`config.mk`:
```
export PLATFORM = sky130hd
export DESIGN_NAME = dcache_way_select
export DESIGN_NICKNAME = d
export VERILOG_FILES = /design/src/hw/dcache_pkg.sv /design/src/hw/dcache_way_select.sv
export SDC_FILE = /design/constraint.sdc
export NUM_CORES = 1
export LEC_CHECK = 0
export ABC_AREA = 0
export BUFFER_PORTS_ARGS = -buffer_cell sky130_fd_sc_hd__clkbuf_2
export CAP_MARGIN = 10
export CORE_AREA = 3 3 105 107
export DETAILED_ROUTE_END_ITERATION = 16
export DIE_AREA = 0 0 108 110
export RECOVER_POWER = 100
export SLEW_MARGIN = 10
export SYNTH_ARGS = -nofsm -noshare
export SYNTH_HDL_FRONTEND = slang
export SYNTH_SLANG_ARGS = --single-unit
```
`constraint.sdc`:
```
create_clock -name clk -period 3 [get_ports clk]
set_clock_uncertainty 0.15 [all_clocks]
set_input_delay 0.6 -clock clk [delete_from_list [all_inputs] [get_ports clk]]
set_output_delay 0.6 -clock clk [all_outputs]
set_load 0.1 [all_outputs]
```
`src/hw/dcache_pkg.sv`:
```
`default_nettype none

package dcache_pkg;

    // geometry
    localparam int addr_width = 32;
    localparam int word_width = 64;
    localparam int lane_count = 8;
    localparam int words_per_line = 16;
    localparam int set_num = 8;
    localparam int way_num = 2;

    // address fields, low to high: byte, word offset, set index, tag
    localparam int byte_bits = 3;
    localparam int offset_bits = 4;
    localparam int index_bits = 3;
    localparam int tag_bits = addr_width - index_bits - offset_bits - byte_bits;

    typedef enum logic [2:0] {
        idle,
        lookup,
        writeback,
        refill,
        respond
    } ctrl_state_t;

    // one data word, seen whole or as byte lanes for strobed stores
    typedef union packed {
        logic [word_width-1:0] word;
        logic [lane_count-1:0][7:0] lanes;
    } word_lanes_t;

endpackage

`default_nettype wire
```
`src/hw/dcache_way_select.sv`:
```
`default_nettype none

module dcache_way_select (
    input  logic clk,
    input  logic reset,

    input  logic [dcache_pkg::index_bits-1:0] index,
    input  logic touch,

    input  logic [dcache_pkg::way_num-1:0] hit,
    input  logic [dcache_pkg::way_num-1:0] dirty,
    input  logic [dcache_pkg::way_num-1:0][dcache_pkg::tag_bits-1:0] tag,
    input  logic [dcache_pkg::way_num-1:0][dcache_pkg::word_width-1:0] rdata,

    output logic any_hit,
    output logic [$clog2(dcache_pkg::way_num)-1:0] victim_way,
    output logic victim_dirty,
    output logic [dcache_pkg::tag_bits-1:0] victim_tag,
    output logic [dcache_pkg::word_width-1:0] sel_word
);

    // per set, the way to evict next
    logic [dcache_pkg::set_num-1:0] lru;
    logic [$clog2(dcache_pkg::way_num)-1:0] hit_way;

    always_comb begin
        hit_way = '0;
        for (int w = 0; w < dcache_pkg::way_num; w++) begin
            if (hit[w]) begin
                hit_way = w[$clog2(dcache_pkg::way_num)-1:0];
            end
        end
    end

    assign any_hit = |hit;

    // on a hit the hitting way stands in, otherwise the LRU way.
    // during writeback nothing hits, so this drains the victim line
    assign victim_way = any_hit ? hit_way : lru[index];
    assign victim_dirty = dirty[victim_way];
    assign victim_tag = tag[victim_way];
    assign sel_word = rdata[victim_way];

    always_ff @(posedge clk) begin
        if (reset) begin
            lru <= '0;
        end else if (touch) begin
            // other way becomes the next victim
            lru[index] <= ~victim_way;
        end
    end

    single_hit: assert property (
        @(posedge clk) disable iff (reset) $onehot0(hit)
    );

endmodule

`default_nettype wire

```
-- After elaboration in Yosys (flattened, before gate mapping)
Index checks and enable logic that the tools add are counted.
- register bits after elaboration: 8
- output and inout port bits: 89
- $lt $le $gt $ge: 3
- muxes and demuxes: 13
- bitwise logic cells: 1
- reduce and logical (&&, ||, !) cells: 2
- operators by type and width (kind ; number):
    2-to-1 mux 64 bit ; 2
    2-to-1 mux 22 bit ; 2
    bitwise mux 8 bit ; 1
    2-to-1 mux 1 bit ; 6
    < comparator 3 x 4 -> 1 bit (second input constant) ; 1
    binary-select mux 1 bit (select 3 bit) ; 1
    demux 1 bit (select 3 bit) ; 1
    greater-or-equal comparator 3 x 1 -> 1 bit (second input constant) ; 1
    < comparator 1 x 2 -> 1 bit (second input constant) ; 1
    OR reduction 2 bit ; 1
    logical AND 1 bit ; 1
    inverter 1 bit ; 1

-- Logic depth before layout (Yosys ltp)
- word-level depth: 5
- depth in mapped cells: 7
- mapped depth without buffers: 4

-- Least setup slack after synthesis
No wires, ideal clock.
- path kind: input port to output port
- start point: input port index[1] (netlist name)
- end point: output port sel_word[54] (netlist name)
- data arrival time: 2.800 ns
- path slack: -0.550 ns
- stages on the path: 6
- cells stage by stage: clkbuf_1 mux4_2 o21bai_4 buf_6 buf_6 mux2_1
- word-level cells in the longest chain between the ends: 5
- RTL lines (what ; line ; RTL):
    start, declared ; dcache_way_select.sv:7 ; input logic [dcache_pkg::index_bits-1:0] index,
    binary-select mux 1 bit (select 3 bit) ; dcache_way_select.sv:39 ; assign victim_way = any_hit ? hit_way : lru[index];
    2-to-1 mux 1 bit (not written as such) ; dcache_way_select.sv:39 ;
    2-to-1 mux 1 bit ; dcache_way_select.sv:39 ;
    named net victim_way ; dcache_way_select.sv:16 ; output logic [$clog2(dcache_pkg::way_num)-1:0] victim_way,
    2-to-1 mux 64 bit (not written as such) (2 in a row) ; dcache_way_select.sv:42 ; assign sel_word = rdata[victim_way];
    end, declared ; dcache_way_select.sv:19 ; output logic [dcache_pkg::word_width-1:0] sel_word
The timed path passes the listed nets, and every way through them passes these cells. The select of a mux whose other input is x is not followed.

-- Final worst setup path
- start point: input port index[0] (netlist name)
- end point: output port sel_word[58] (netlist name)
- word-level cells in the longest chain between the ends: 5
- RTL lines (what ; line):
    binary-select mux 1 bit (select 3 bit) ; dcache_way_select.sv:39
    2-to-1 mux 1 bit (not written as such) ; dcache_way_select.sv:39
    2-to-1 mux 1 bit ; dcache_way_select.sv:39
    2-to-1 mux 64 bit (not written as such) (2 in a row) ; dcache_way_select.sv:42
Every way passes these cells. The select of a mux whose other input is x is not followed.

==> flow_summary_export.csv <==
group,metric,value,unit
run_status,status,"complete, but fails checks",
run_status,violations,"negative setup slack",
routing,ant_nets,0,
sta,tightestPinTransition,1.16,ns
layout,top_register,"lru",
yosys,synth_seq_cells,8,
placed_design,dpl_worst_slack,-0.259,ns
yosys,synth.net_count,324,
clock_tree,cts.clk_slew.worst_paths,0.04,ns
layout,largestRegisters,"lru (8)",
layout,area.growth.synth_to_final,228,%
clock_tree,cts_buffer_depth,2,
die,dieHeight,110,um
sta,final.min_clock_period,3.20,ns
layout,diodes,0,
routing,drtPass1Iterations,6,
yosys,syn_inst,142,
yosys,yosysTopAreaCell,"mux2_2",
clock_tree,cts.sinks,8,
routing,routed_wl,9710,um
yosys,synth_top_cell_area_share,0.509,
yosys,netlist_area,0.00150,sq mm
grt,grt_pass1_wl,13200,um
layout,finalNonFillerCells,561,
power,power_switching,990,uW
grt,grt_overflow,0,
power,leakagePower,0.00260,uW
routing,wl_per_cell,17.3,um
routing,drc,0,
yosys,synth_edf_count,0,
clock_tree,tritoncts,"built",
clock_tree,insertion_delay,0.23,ns
grt,grt_max_degree,21,
clock_tree,htreeDepth,1,
critical_path,cp-start-kind,"input port",
yosys,synthFlopType,"dfxtp_1",
power,powerDensity,371,mW/mm^2
yosys,async_reset_ff_frac,0,
yosys,ys_types,21,
yosys,synthTopCellsByCount,"68 x mux2_2, 19 x mux2_1, 8 x dfxtp_1",
sta,finalSetupViolCount,87,
layout,fill_cells,905,
placed_design,globalplace.congestion,0.837,
yosys,synth.area.top_cells,"mux2_2 51%, mux2_1 14%, dfxtp_1 11%, buf_4 3.5%, nand3b_1 3.5%",
sta,rsz0062_at_grt,"true",
die,die_w,108,um
run,maxCapViolCount,0,
grt,grt_usage,0.142,
routing,first_iter_violations,103,
placed_design,dp.cells,550,
layout,final_area,0.00494,sq mm
die,dieArea,0.0119,sq mm
critical_path,path_class,"input port to output port",
power,switching_share,0.540,
sta,max_freq,0.313,GHz
placed_design,portBuffers,270,
yosys,syn_area_per_cell,10.6,sq um
layout,largest_register_ffs,8,
critical_path,cp-end-kind,"output port",
power,seq_power_share,0.060,
sta,maxSlewViolCount,0,
power,ir_drop,0.000304,V
die,start_util,0.147,
grt,first_global_vias,2310,
yosys,synth_warnings,0,
clock_tree,root_buffer,"clkbuf_8",
die,ios,271,
routing,routed-via-count,2294,
die,core_area,0.0102,sq mm
routing,viasPerCell,4.09,
grt,antenna_found_initial,0,
critical_path,crit_required,2.25,ns
sta,hold_violations,0,
clock_tree,cts-buffers-inserted,3,
placed_design,placed_area,0.00473,sq mm
sta,slew_headroom,0.232,
layout,layout.nets,609,
worst_hold_path,hold_class,"flip-flop to flip-flop",
yosys,synth.most_common_cell,"mux2_2",
critical_path,cp_max_fo,20,
sta,timing.final.ws_setup,-0.199,ns
yosys,seq_area_frac_synth,0.106,
layout,drive_above_1_share,0.908,
placed_design,hpwl,8570,um
die,core.rowCount,37,
clock_tree,cts_hold_buf,0,
power,internal_power,842,uW
critical_path,critPathArrivalTime,2.45,ns
power,combinationalPowerShare,0.870,
sta,period_share,1.07,
power,pwr-share-clk,0.070,
## power by group through the flow
stage | Clock (uW) | Combinational [uW] | Sequential (uW)
after detailed placement | 0 | 1570 | 112
after global routing | 142 | 1630 | 111
final | 128 | 1590 | 111
after floorplan | 0 | 965 | 112
after global placement | 0 | 1560 | 112
after CTS | 133 | 1600 | 110
## repair_timing
action,4_1_cts,5_1_grt
resized for setup,8,1
endpoints found under the setup margin,87,87
cloned,3,1
setup buffers,3,1
pin swaps,1,0
## worst max-delay path, stage by stage
cell	delay, ns
clkbuf_16	0.13
mux2i_1	0.11
mux4_2	0.51
o21bai_4	0.21
buf_4	0.16
buf_12	0.18
mux2_4	0.34
buf_12	0.17
## final timing paths
check	start	end	slack, ns	cells after the start
worst max register to register	lru[7]	lru[2]	1.18	4
worst min register to register	lru[0]	lru[0]	0.33	2
worst min-delay path	lru[0]	lru[0]	0.33	2
worst max-delay path	index[0]	sel_word[58]	-0.20	8
## stage by stage
step	utilization	hold WS (ns)	total power (uW)	TNS (ns)
floorplan	-	0.297	1080	-2.06
global placement	0.462	0.322	1670	-18.96
detailed placement	0.462	0.328	1680	-19.44
CTS	0.479	0.337	1840	-12.45
global route	0.483	0.354	1890	-18.73
finish	0.483	0.332	1830	-12.90
## area by class of cell
class | count | area, sq um | share of cell area
Clock buffer | 3 | 41.3 | 0.00836
Multi-Input combinational cell | 122 | 1550 | 0.314
Sequential cell | 8 | 160 | 0.0324
Tap cell | 136 | 170 | 0.0345
Timing Repair Buffer | 292 | 3020 | 0.611
## layout by cell type (no fill, tap or decap)
master     Yosys  routed
clkbuf_2       0     180
buf_12         0      94
mux2_4         0      80
buf_4          7      11
dfxtp_1        8       8
mux2_2        68       7
nand3b_1       7       7
o21ai_0        7       7
mux2i_1        5       5
nand4b_1       3       3
clkbuf_8       0       3
buf_16         0       3
nor2_1         2       2
nand2b_1       2       2
or3b_2         2       2
clkbuf_16      0       2
or2_2          1       1
mux4_2         1       1
o21bai_4       1       1
o21ai_1        1       1
nand3_1        1       1
nor3_1         1       1
nand4_1        1       1
clkbuf_1       1       1
buf_8          0       1
## per-layer routing
metal | GRT usage | part of all wire
met1 | 0.164 | 0.35
met2 | 0.279 | 0.57
met3 | 0.0245 | 0.067
met4 | 0.0180 | 0.0097
met5 | 0 | 0
## logic make-up after synthesis
group	count (synthesis)	synth area share
flops	8	0.106
buf+inv	12	0.0624
compound gates	9	0.0391
simple gates	20	0.0924
mux	93	0.700
Note: power is estimated with default switching activity, not from simulation.
