<file path="config.mk">
export PLATFORM = sky130hd
export DESIGN_NAME = dcache_ctrl
export DESIGN_NICKNAME = d
export VERILOG_FILES = /design/src/hw/dcache_pkg.sv /design/src/hw/dcache_ctrl.sv
export SDC_FILE = /design/constraint.sdc
export NUM_CORES = 1
export LEC_CHECK = 0
export ABC_CLOCK_PERIOD_IN_PS = 24800
export BUFFER_PORTS_ARGS = -buffer_cell sky130_fd_sc_hd__clkbuf_2
export CORE_AREA = 2 2 234 236
export CTS_BUF_LIST = sky130_fd_sc_hd__clkbuf_16
export DETAILED_ROUTE_END_ITERATION = 7
export DIE_AREA = 0 0 236 238
export PLACE_DENSITY = 0.38
export SYNTH_ARGS = -nofsm -noshare
export SYNTH_HDL_FRONTEND = slang
export SYNTH_SLANG_ARGS = --single-unit
</file>
<file path="constraint.sdc">
create_clock -name clk -period 24.8 [get_ports clk]
set_clock_uncertainty 0.1 [all_clocks]
set_input_delay 1.24 -clock clk [delete_from_list [all_inputs] [get_ports clk]]
set_output_delay 1.24 -clock clk [all_outputs]
set_load 0.005 [all_outputs]
</file>
<file path="src/hw/dcache_pkg.sv">
`default_nettype none

package dcache_pkg;

    // geometry
    localparam int addr_width = 32;
    localparam int word_width = 64;
    localparam int lane_count = 8;
    localparam int words_per_line = 16;
    localparam int set_num = 8;
    localparam int way_num = 2;

    // address fields, low to high: byte, word offset, set index, tag
    localparam int byte_bits = 3;
    localparam int offset_bits = 4;
    localparam int index_bits = 3;
    localparam int tag_bits = addr_width - index_bits - offset_bits - byte_bits;

    typedef enum logic [2:0] {
        idle,
        lookup,
        writeback,
        refill,
        respond
    } ctrl_state_t;

    // one data word, seen whole or as byte lanes for strobed stores
    typedef union packed {
        logic [word_width-1:0] word;
        logic [lane_count-1:0][7:0] lanes;
    } word_lanes_t;

endpackage

`default_nettype wire
</file>
<file path="src/hw/dcache_ctrl.sv">
`default_nettype none

module dcache_ctrl (
    input  logic clk,
    input  logic reset,

    // processor side
    input  logic dreq_valid,
    input  logic [dcache_pkg::addr_width-1:0] dreq_addr,
    input  logic [dcache_pkg::lane_count-1:0] dreq_strobe,
    input  logic [dcache_pkg::word_width-1:0] dreq_wdata,
    output logic dresp_data_ok,
    output logic [dcache_pkg::word_width-1:0] dresp_rdata,

    // memory side
    output logic creq_valid,
    output logic creq_is_write,
    output logic [dcache_pkg::addr_width-1:0] creq_addr,
    output logic [dcache_pkg::word_width-1:0] creq_wdata,
    input  logic cresp_ready,
    input  logic cresp_last,
    input  logic [dcache_pkg::word_width-1:0] cresp_rdata,

    // to the ways
    output logic [dcache_pkg::index_bits-1:0] index,
    output logic [dcache_pkg::offset_bits-1:0] offset,
    output logic [dcache_pkg::tag_bits-1:0] lookup_tag,

    // from the way selector
    input  logic any_hit,
    input  logic [$clog2(dcache_pkg::way_num)-1:0] victim_way,
    input  logic victim_dirty,
    input  logic [dcache_pkg::tag_bits-1:0] victim_tag,
    input  logic [dcache_pkg::word_width-1:0] sel_word,

    // way writes and LRU update
    output logic [dcache_pkg::way_num-1:0] fill_en,
    output logic [dcache_pkg::way_num-1:0] store_en,
    output logic [dcache_pkg::word_width-1:0] fill_word,
    output logic [dcache_pkg::lane_count-1:0] store_strobe,
    output dcache_pkg::word_lanes_t store_word,
    output logic fill_last,
    output logic touch
);

    dcache_pkg::ctrl_state_t state;
    logic [dcache_pkg::offset_bits-1:0] beat;
    logic beat_step;

    // captured request
    logic [dcache_pkg::addr_width-1:0] req_addr;
    logic [dcache_pkg::lane_count-1:0] req_strobe;
    dcache_pkg::word_lanes_t req_wdata;

    logic [dcache_pkg::offset_bits-1:0] req_offset;
    logic [dcache_pkg::index_bits-1:0] req_index;
    logic [dcache_pkg::tag_bits-1:0] req_tag;
    logic req_is_write;

    assign req_offset = req_addr[dcache_pkg::byte_bits +: dcache_pkg::offset_bits];
    assign req_index = req_addr[dcache_pkg::byte_bits + dcache_pkg::offset_bits +:
                                dcache_pkg::index_bits];
    assign req_tag = req_addr[dcache_pkg::addr_width-1 -: dcache_pkg::tag_bits];
    assign req_is_write = |req_strobe;

    always_ff @(posedge clk) begin
        if (state == dcache_pkg::idle && dreq_valid) begin
            req_addr <= dreq_addr;
            req_strobe <= dreq_strobe;
            req_wdata.word <= dreq_wdata;
        end
    end

    assign beat_step = creq_valid && cresp_ready;

    always_ff @(posedge clk) begin
        if (reset) begin
            state <= dcache_pkg::idle;
            beat <= '0;
        end else begin
            case (state)
                dcache_pkg::idle: begin
                    if (dreq_valid) begin
                        state <= dcache_pkg::lookup;
                    end
                end
                dcache_pkg::lookup: begin
                    if (any_hit) begin
                        state <= dcache_pkg::respond;
                    end else if (victim_dirty) begin
                        state <= dcache_pkg::writeback;
                    end else begin
                        state <= dcache_pkg::refill;
                    end
                end
                dcache_pkg::writeback: begin
                    if (cresp_ready && cresp_last) begin
                        state <= dcache_pkg::refill;
                    end
                end
                dcache_pkg::refill: begin
                    if (cresp_ready && cresp_last) begin
                        state <= dcache_pkg::respond;
                    end
                end
                default: begin
                    state <= dcache_pkg::idle;
                end
            endcase
            if (beat_step) begin
                beat <= cresp_last ? '0 : beat + 1'b1;
            end
        end
    end

    // bursts always cover the whole line from word 0
    assign creq_valid = (state == dcache_pkg::writeback) || (state == dcache_pkg::refill);
    assign creq_is_write = (state == dcache_pkg::writeback);
    assign creq_addr = {creq_is_write ? victim_tag : req_tag, req_index,
                        {(dcache_pkg::offset_bits + dcache_pkg::byte_bits){1'b0}}};
    assign creq_wdata = sel_word;

    assign index = req_index;
    assign offset = creq_valid ? beat : req_offset;
    assign lookup_tag = req_tag;

    assign fill_word = cresp_rdata;
    assign fill_last = cresp_last;
    assign store_strobe = req_strobe;
    assign store_word = req_wdata;

    // victim_way names the hitting way once the line is present
    always_comb begin
        for (int w = 0; w < dcache_pkg::way_num; w++) begin
            fill_en[w] = (state == dcache_pkg::refill) && cresp_ready && (victim_way == w);
            store_en[w] = (state == dcache_pkg::respond) && req_is_write && (victim_way == w);
        end
    end

    assign touch = (state == dcache_pkg::respond);
    assign dresp_data_ok = (state == dcache_pkg::respond);
    assign dresp_rdata = sel_word;

    creq_addr_held: assert property (
        @(posedge clk) disable iff (reset)
        creq_valid && !cresp_ready |=> creq_valid && $stable(creq_addr)
    );

    // memory ends the burst exactly on the 16th beat
    last_on_final_beat: assert property (
        @(posedge clk) disable iff (reset)
        beat_step && cresp_last |-> beat == dcache_pkg::words_per_line - 1
    );

endmodule

`default_nettype wire

</file>
# After elaboration in Yosys (flattened, before gate mapping)
# Index checks and enable logic that the tools add are counted.
word_totals:
  reg_bits: 111
  elab_cells: 36
  out_inout_bits: 334
  input_bits: 262
classes:
  n_bitwise: 1
  n_eq_ne: 7
  add_sub_neg: 1
  mux: 9
  reduce_logical: 13
op_table:
  columns: ["op", "count"]
  rows:
  - ["2-to-1 mux 22 bit", 1]
  - ["2-to-1 mux 3 bit", 4]
  - ["one-hot mux 3 bit (4 select lines)", 1]
  - ["logical AND 1 bit", 9]
  - ["2-to-1 mux 4 bit", 2]
  - ["OR reduction 8 bit", 1]
  - ["equality test 3 x 2 -> 1 bit (second input constant)", 2]
  - ["adder 4 x 1 -> 4 bit (second input constant)", 1]
  - ["inequality test 2 bit (second input constant)", 2]
  - ["equality test 3 x 1 -> 1 bit (second input constant)", 1]
  - ["equality test 3 bit (second input constant)", 1]
  - ["zero test 3 bit", 1]
  - ["AND reduction 3 bit", 1]
  - ["inequality test 2 x 1 -> 1 bit (second input constant)", 1]
  - ["logical OR 1 bit", 1]
  - ["2-to-1 mux 1 bit", 1]
  - ["NOT 1 bit", 1]

# Logic depth before layout (Yosys ltp)
depth:
  ltp_word: 3
  ltp_mapped: 4
  depth_no_buf: 4

# Worst setup path before layout
# No wires, ideal clock.
synth_timing:
  kind: "input port to flip-flop"
  start: "input dreq_valid"
  end: "register req_addr[10] in the netlist's numbering (enable)"
  t_required_ns: 23.995
  slack_ns: 15.271
  n_path_buf: 0
  stages: 2
  arrival_time_ns: 8.724
  setup_ns: 0.705
  path_cell_list: "nor2b_1 -> nor3b_1"
synth_via:
  elab_chain_len: 1
synth_lines:
  columns: ["element", "line_no", "text"]
  rows:
  - ["from (decl)", "dcache_ctrl.sv:8", "input logic dreq_valid,"]
  - ["logical AND 1 bit", "dcache_ctrl.sv:67", "if (state == dcache_pkg::idle && dreq_valid) begin"]
  - ["to (signal assigned)", "dcache_ctrl.sv:68", "req_addr <= dreq_addr;"]
  - ["to (decl)", "dcache_ctrl.sv:51", "logic [dcache_pkg::addr_width-1:0] req_addr;"]
# No other way between the ends.
# A chain may end at the register's enable or synchronous reset.

# Worst setup path in the final report
layout_timing:
  start: "register state[1]"
  end: "output creq_addr[31] in the netlist's numbering"
layout_via:
  elab_chain_len: 2
layout_lines:
  columns: ["element", "line_no", "text"]
  rows:
  - ["from (decl)", "dcache_ctrl.sv:46", "dcache_pkg::ctrl_state_t state;"]
  - ["from (signal assigned)", "dcache_ctrl.sv:78", "state <= dcache_pkg::idle;"]
  - ["from (signal assigned)", "dcache_ctrl.sv:84", "state <= dcache_pkg::lookup;"]
  - ["from (signal assigned)", "dcache_ctrl.sv:89", "state <= dcache_pkg::respond;"]
  - ["equality test 3 x 2 -> 1 bit", "dcache_ctrl.sv:118", "assign creq_is_write = (state == dcache_pkg::writeback);"]
  - ["2-to-1 mux 22 bit", "dcache_ctrl.sv:119", "assign creq_addr = {creq_is_write ? victim_tag : req_tag, req_index,"]
  - ["to (decl)", "dcache_ctrl.sv:18", "output logic [dcache_pkg::addr_width-1:0] creq_addr,"]
# No other way between the ends.

==> flow_summary.html <==
<table>
<tr><th>Metric</th><th>Value</th></tr>
<tr><th colspan="2">Outcome</th></tr>
<tr><td>Run status</td><td>completed</td></tr>
<tr><th colspan="2">Detailed routing</th></tr>
<tr><td>Drt drc</td><td>0</td></tr>
<tr><td>Detailed-route wire length per cell</td><td>19.1 um</td></tr>
<tr><td>Antenna Nets Post-Route</td><td>0</td></tr>
<tr><td>Routed vias</td><td>3060</td></tr>
<tr><td>Routed via count divided by cell count</td><td>2.62</td></tr>
<tr><td>Iteration-0 DRC count of the detailed router</td><td>78</td></tr>
<tr><td>Number of detailed-routing iterations run before antenna repair</td><td>4</td></tr>
<tr><td>Routed Wire Length</td><td>22300 um</td></tr>
<tr><th colspan="2">Synthesis</th></tr>
<tr><td>Avg Inst Size Synth</td><td>13.3 um^2</td></tr>
<tr><td>Share of cell area taken by muxes after synthesis</td><td>5.30%</td></tr>
<tr><td>Synthesized flop and latch total</td><td>108</td></tr>
<tr><td>Compound-gate portion of the synthesized area</td><td>1.40%</td></tr>
<tr><td>Cell count after synthesis</td><td>414</td></tr>
<tr><td>Post-synth design cell area</td><td>0.00552 mm^2</td></tr>
<tr><td>Yosys cell types</td><td>32</td></tr>
<tr><td>Sequential area share after synthesis</td><td>57.5%</td></tr>
<tr><td>Fraction of synthesis flops using an asynchronous set or reset pin</td><td>0%</td></tr>
<tr><td>Number of enable-type register cells in the synthesized netlist</td><td>101</td></tr>
<tr><td>Synthesized-area fraction occupied by and/or/nand/nor cells</td><td>3.54%</td></tr>
<tr><td>Area share of xor/xnor cells in the synthesized design</td><td>0%</td></tr>
<tr><td>Top FF cell, synth</td><td>edfxtp_1</td></tr>
<tr><td>Number of warnings issued by yosys</td><td>0</td></tr>
<tr><td>Main combinational cell family by area after synthesis</td><td>buffers and inverters</td></tr>
<tr><td>Share of synthesized cell area in full adder, half adder and majority cells</td><td>0.227%</td></tr>
<tr><th colspan="2">Timing</th></tr>
<tr><td>Maximum clock frequency</td><td>0.286 GHz</td></tr>
<tr><td>Slew at the pin with the worst max-slew slack</td><td>0.953 ns</td></tr>
<tr><td>Unrepaired setup endpoints after global routing</td><td>no</td></tr>
<tr><td>Total negative setup slack</td><td>0 ns</td></tr>
<tr><td>Clock period minus final worst setup slack</td><td>3.50 ns</td></tr>
<tr><td>Max-slew headroom at the worst pin</td><td>36.5%</td></tr>
<tr><td>Setup violation total in the final timing report</td><td>0</td></tr>
<tr><td>Crit share post-route</td><td>14.1%</td></tr>
<tr><td>Hold Vio Cnt, Final</td><td>0</td></tr>
<tr><td>Final Slew Violations</td><td>0</td></tr>
<tr><th colspan="2">Floorplan</th></tr>
<tr><td>Core area</td><td>0.0535 mm^2</td></tr>
<tr><td>Initial Util</td><td>10.3%</td></tr>
<tr><td>Horizontal extent of the die</td><td>236 um</td></tr>
<tr><td>IO Count</td><td>596</td></tr>
<tr><td>Standard-cell row count</td><td>85</td></tr>
<tr><td>Chip Height</td><td>238 um</td></tr>
<tr><td>Overall die area</td><td>0.0562 mm^2</td></tr>
<tr><th colspan="2">Run</th></tr>
<tr><td>Max capacitance violation total</td><td>0</td></tr>
<tr><th colspan="2">Clock tree</th></tr>
<tr><td>TritonCTS clock tree</td><td>yes</td></tr>
<tr><td>Num CTS Buffers</td><td>9</td></tr>
<tr><td>TritonCTS sink count</td><td>108</td></tr>
<tr><td>Clock latency on the worst-skew pair</td><td>0.36 ns</td></tr>
<tr><td>Number of resized instances in the post-cts repair step</td><td>0</td></tr>
<tr><td>Post-CTS setup buffer count</td><td>0</td></tr>
<tr><td>Maximum buffer depth of the clock tree</td><td>2</td></tr>
<tr><td>Count of H-tree levels built during CTS</td><td>3</td></tr>
<tr><td>Root cell of the clock tree</td><td>clkbuf_16</td></tr>
<tr><td>CTS clk-pin slew, worst paths</td><td>0.08 ns</td></tr>
<tr><td>CTS hold repair buffers</td><td>0</td></tr>
<tr><th colspan="2">Pwr</th></tr>
<tr><td>Power per unit of standard cell area</td><td>66.4 mW/mm^2</td></tr>
<tr><td>Highest ir drop seen on vdd</td><td>37.9 uV</td></tr>
<tr><td>Leakage power summed over all cells</td><td>2.51 nW</td></tr>
<tr><th colspan="2">Layout</th></tr>
<tr><td>Area of the multi-input gates</td><td>609 um^2</td></tr>
<tr><td>Register cell area after layout</td><td>0.00317 mm^2</td></tr>
<tr><td>Final #Nets</td><td>727</td></tr>
<tr><td>Syn-to-layout area delta</td><td>13.9%</td></tr>
<tr><td>Fill cell count</td><td>6067</td></tr>
<tr><td>Final Instance Count excl. Fillers</td><td>1166</td></tr>
<tr><td>Fraction of final layout cells with drive strength greater than 1</td><td>66.3%</td></tr>
<tr><th colspan="2">Critical path</th></tr>
<tr><td>CP Data Required Time</td><td>23.46 ns</td></tr>
<tr><td>Top fanout value on the critical path</td><td>23</td></tr>
<tr><td>Crit start category</td><td>register</td></tr>
<tr><td>Data arrival at the endpoint of the critical path</td><td>2.16 ns</td></tr>
<tr><td>Critical path endpoint category</td><td>output port</td></tr>
<tr><td>Minimum setup slack among reg-to-reg paths</td><td>22.20 ns</td></tr>
<tr><td>Crit Path Category</td><td>reg2out</td></tr>
<tr><th colspan="2">Global route</th></tr>
<tr><td>Wire length of the first global-routing pass</td><td>28800 um</td></tr>
<tr><td>Antenna violations before repair</td><td>3</td></tr>
<tr><td>Via count of the first global-routing pass</td><td>3328</td></tr>
<tr><td>Global-route total usage across every layer</td><td>7.66%</td></tr>
<tr><td>Pin count of the biggest net entering global routing</td><td>71</td></tr>
<tr><td>Overflow left after global routing</td><td>0</td></tr>
<tr><th colspan="2">Placed design</th></tr>
<tr><td>Placed cell count</td><td>1149</td></tr>
<tr><td>Count of port buffers added during placement</td><td>265</td></tr>
<tr><td>Global placer's final weighted congestion</td><td>0.705</td></tr>
<tr><td>Half-perimeter wire length after detailed placement</td><td>19300 um</td></tr>
<tr><th colspan="2">Min path</th></tr>
<tr><td>Hold crit path type</td><td>reg2reg</td></tr>
</table>
-- report_power, final --
group	total, mW	switching (mW)	internal [mW]
combinational	0.0520	0.0268	0.0252
clock	0.140	0.0708	0.0690
sequential	0.226	0.00703	0.219
total	0.418	0.105	0.313
-- worst max-delay path: stages, from the launching register on --
cell and delay [ns]:
dfxtp_1 0.60, nor3b_4 0.25, buf_4 0.36, mux2_2 0.38, clkbuf_2 0.15
-- synthesized netlist by cell type, drive strengths merged, types with 3 or more instances --
cell type  number  area (um^2)
a21oi           5         25.0
buf           234         1760
dfxtp           7          140
edfxtp        101         3030
mux2           26          293
nand2           3         11.3
nor2            4         15.0
nor3b           3         33.8
o21ai           3         15.0
or4             3         22.5
-- routing by layer --
metal,vias to the layer above,global-route usage (%),wire (um)
met5,-,0,36
met4,6,4.00,854
met3,58,6.49,4330
met2,406,14.8,12400
met1,1310,4.67,4690
li1,1280,-,-
-- cells by family (layout without fill, tap and decap cells) --
family	after synthesis	in the layout
compound gates	13	13
fa+ha+maj	1	1
buf+inv	237	286
flops	108	108
mux	26	26
other cells	1	8
simple gates	28	28
-- final cells by class --
| class | count | area share [%] |
|---|---|---|
| diodes | 1 | 0.0398 |
| clock buffers | 9 | 3.58 |
| clock inverters | 7 | 0.816 |
| inverters | 2 | 0.119 |
| multi-input cells | 75 | 9.69 |
| flip-flops and latches | 108 | 50.5 |
| well taps | 696 | 13.8 |
| repair buffers | 268 | 21.4 |
-- sequential cells by signal (all words and copies together) (netlist names) --
register      cells
beat              4
req_addr         29
state             3
store_strobe      8
store_word       64
-- stage by stage --
step                      util (%)  total power [mW]  instance area [um^2]  hold WS [ns]  setup WS [ns]
final                         11.8             0.418                  6290         0.401          21.30
after global routing          11.8             0.438                  6290         0.460          21.16
after CTS                     11.8             0.430                  6290         0.410          21.22
after detailed placement      11.2             0.284                  6010         0.395          21.30
after global placement        11.2             0.284                  6010         0.399          21.31
after floorplan                  -             0.281                  5540         0.349          15.27
-- worst paths after layout --
path,from,to,depth (start not counted)
hold / removal,beat[3],beat[3],2
setup / recovery,state[1],creq_addr[31],4
setup reg to reg,state[1],req_addr[21],4
hold reg to reg,beat[3],beat[3],2
-- cells in the final DEF (no fill, tap or decap) --
master,count
clkbuf_2,265
edfxtp_1,101
mux2_2,26
clkbuf_16,9
conb_1,7
dfxtp_1,7
a21oi_1,5
nor2_1,4
inv_1,3
or4_1,3
o21ai_0,3
nand2_1,3
buf_4,3
nor2b_1,2
and3_1,2
nand3_1,2
nor3_1,2
a31oi_1,2
inv_8,2
diode_2,1
nor3b_4,1
nand2b_1,1
nor3b_2,1
and3b_1,1
nor3b_1,1
a22oi_1,1
a311oi_1,1
a2111oi_0,1
nand3b_4,1
or4b_1,1
nand3b_1,1
or3_1,1
nor4b_1,1
ha_1,1
clkinv_1,1
clkinvlp_4,1
clkinv_2,1
clkinv_4,1
(Power assumes the default switching activity.)
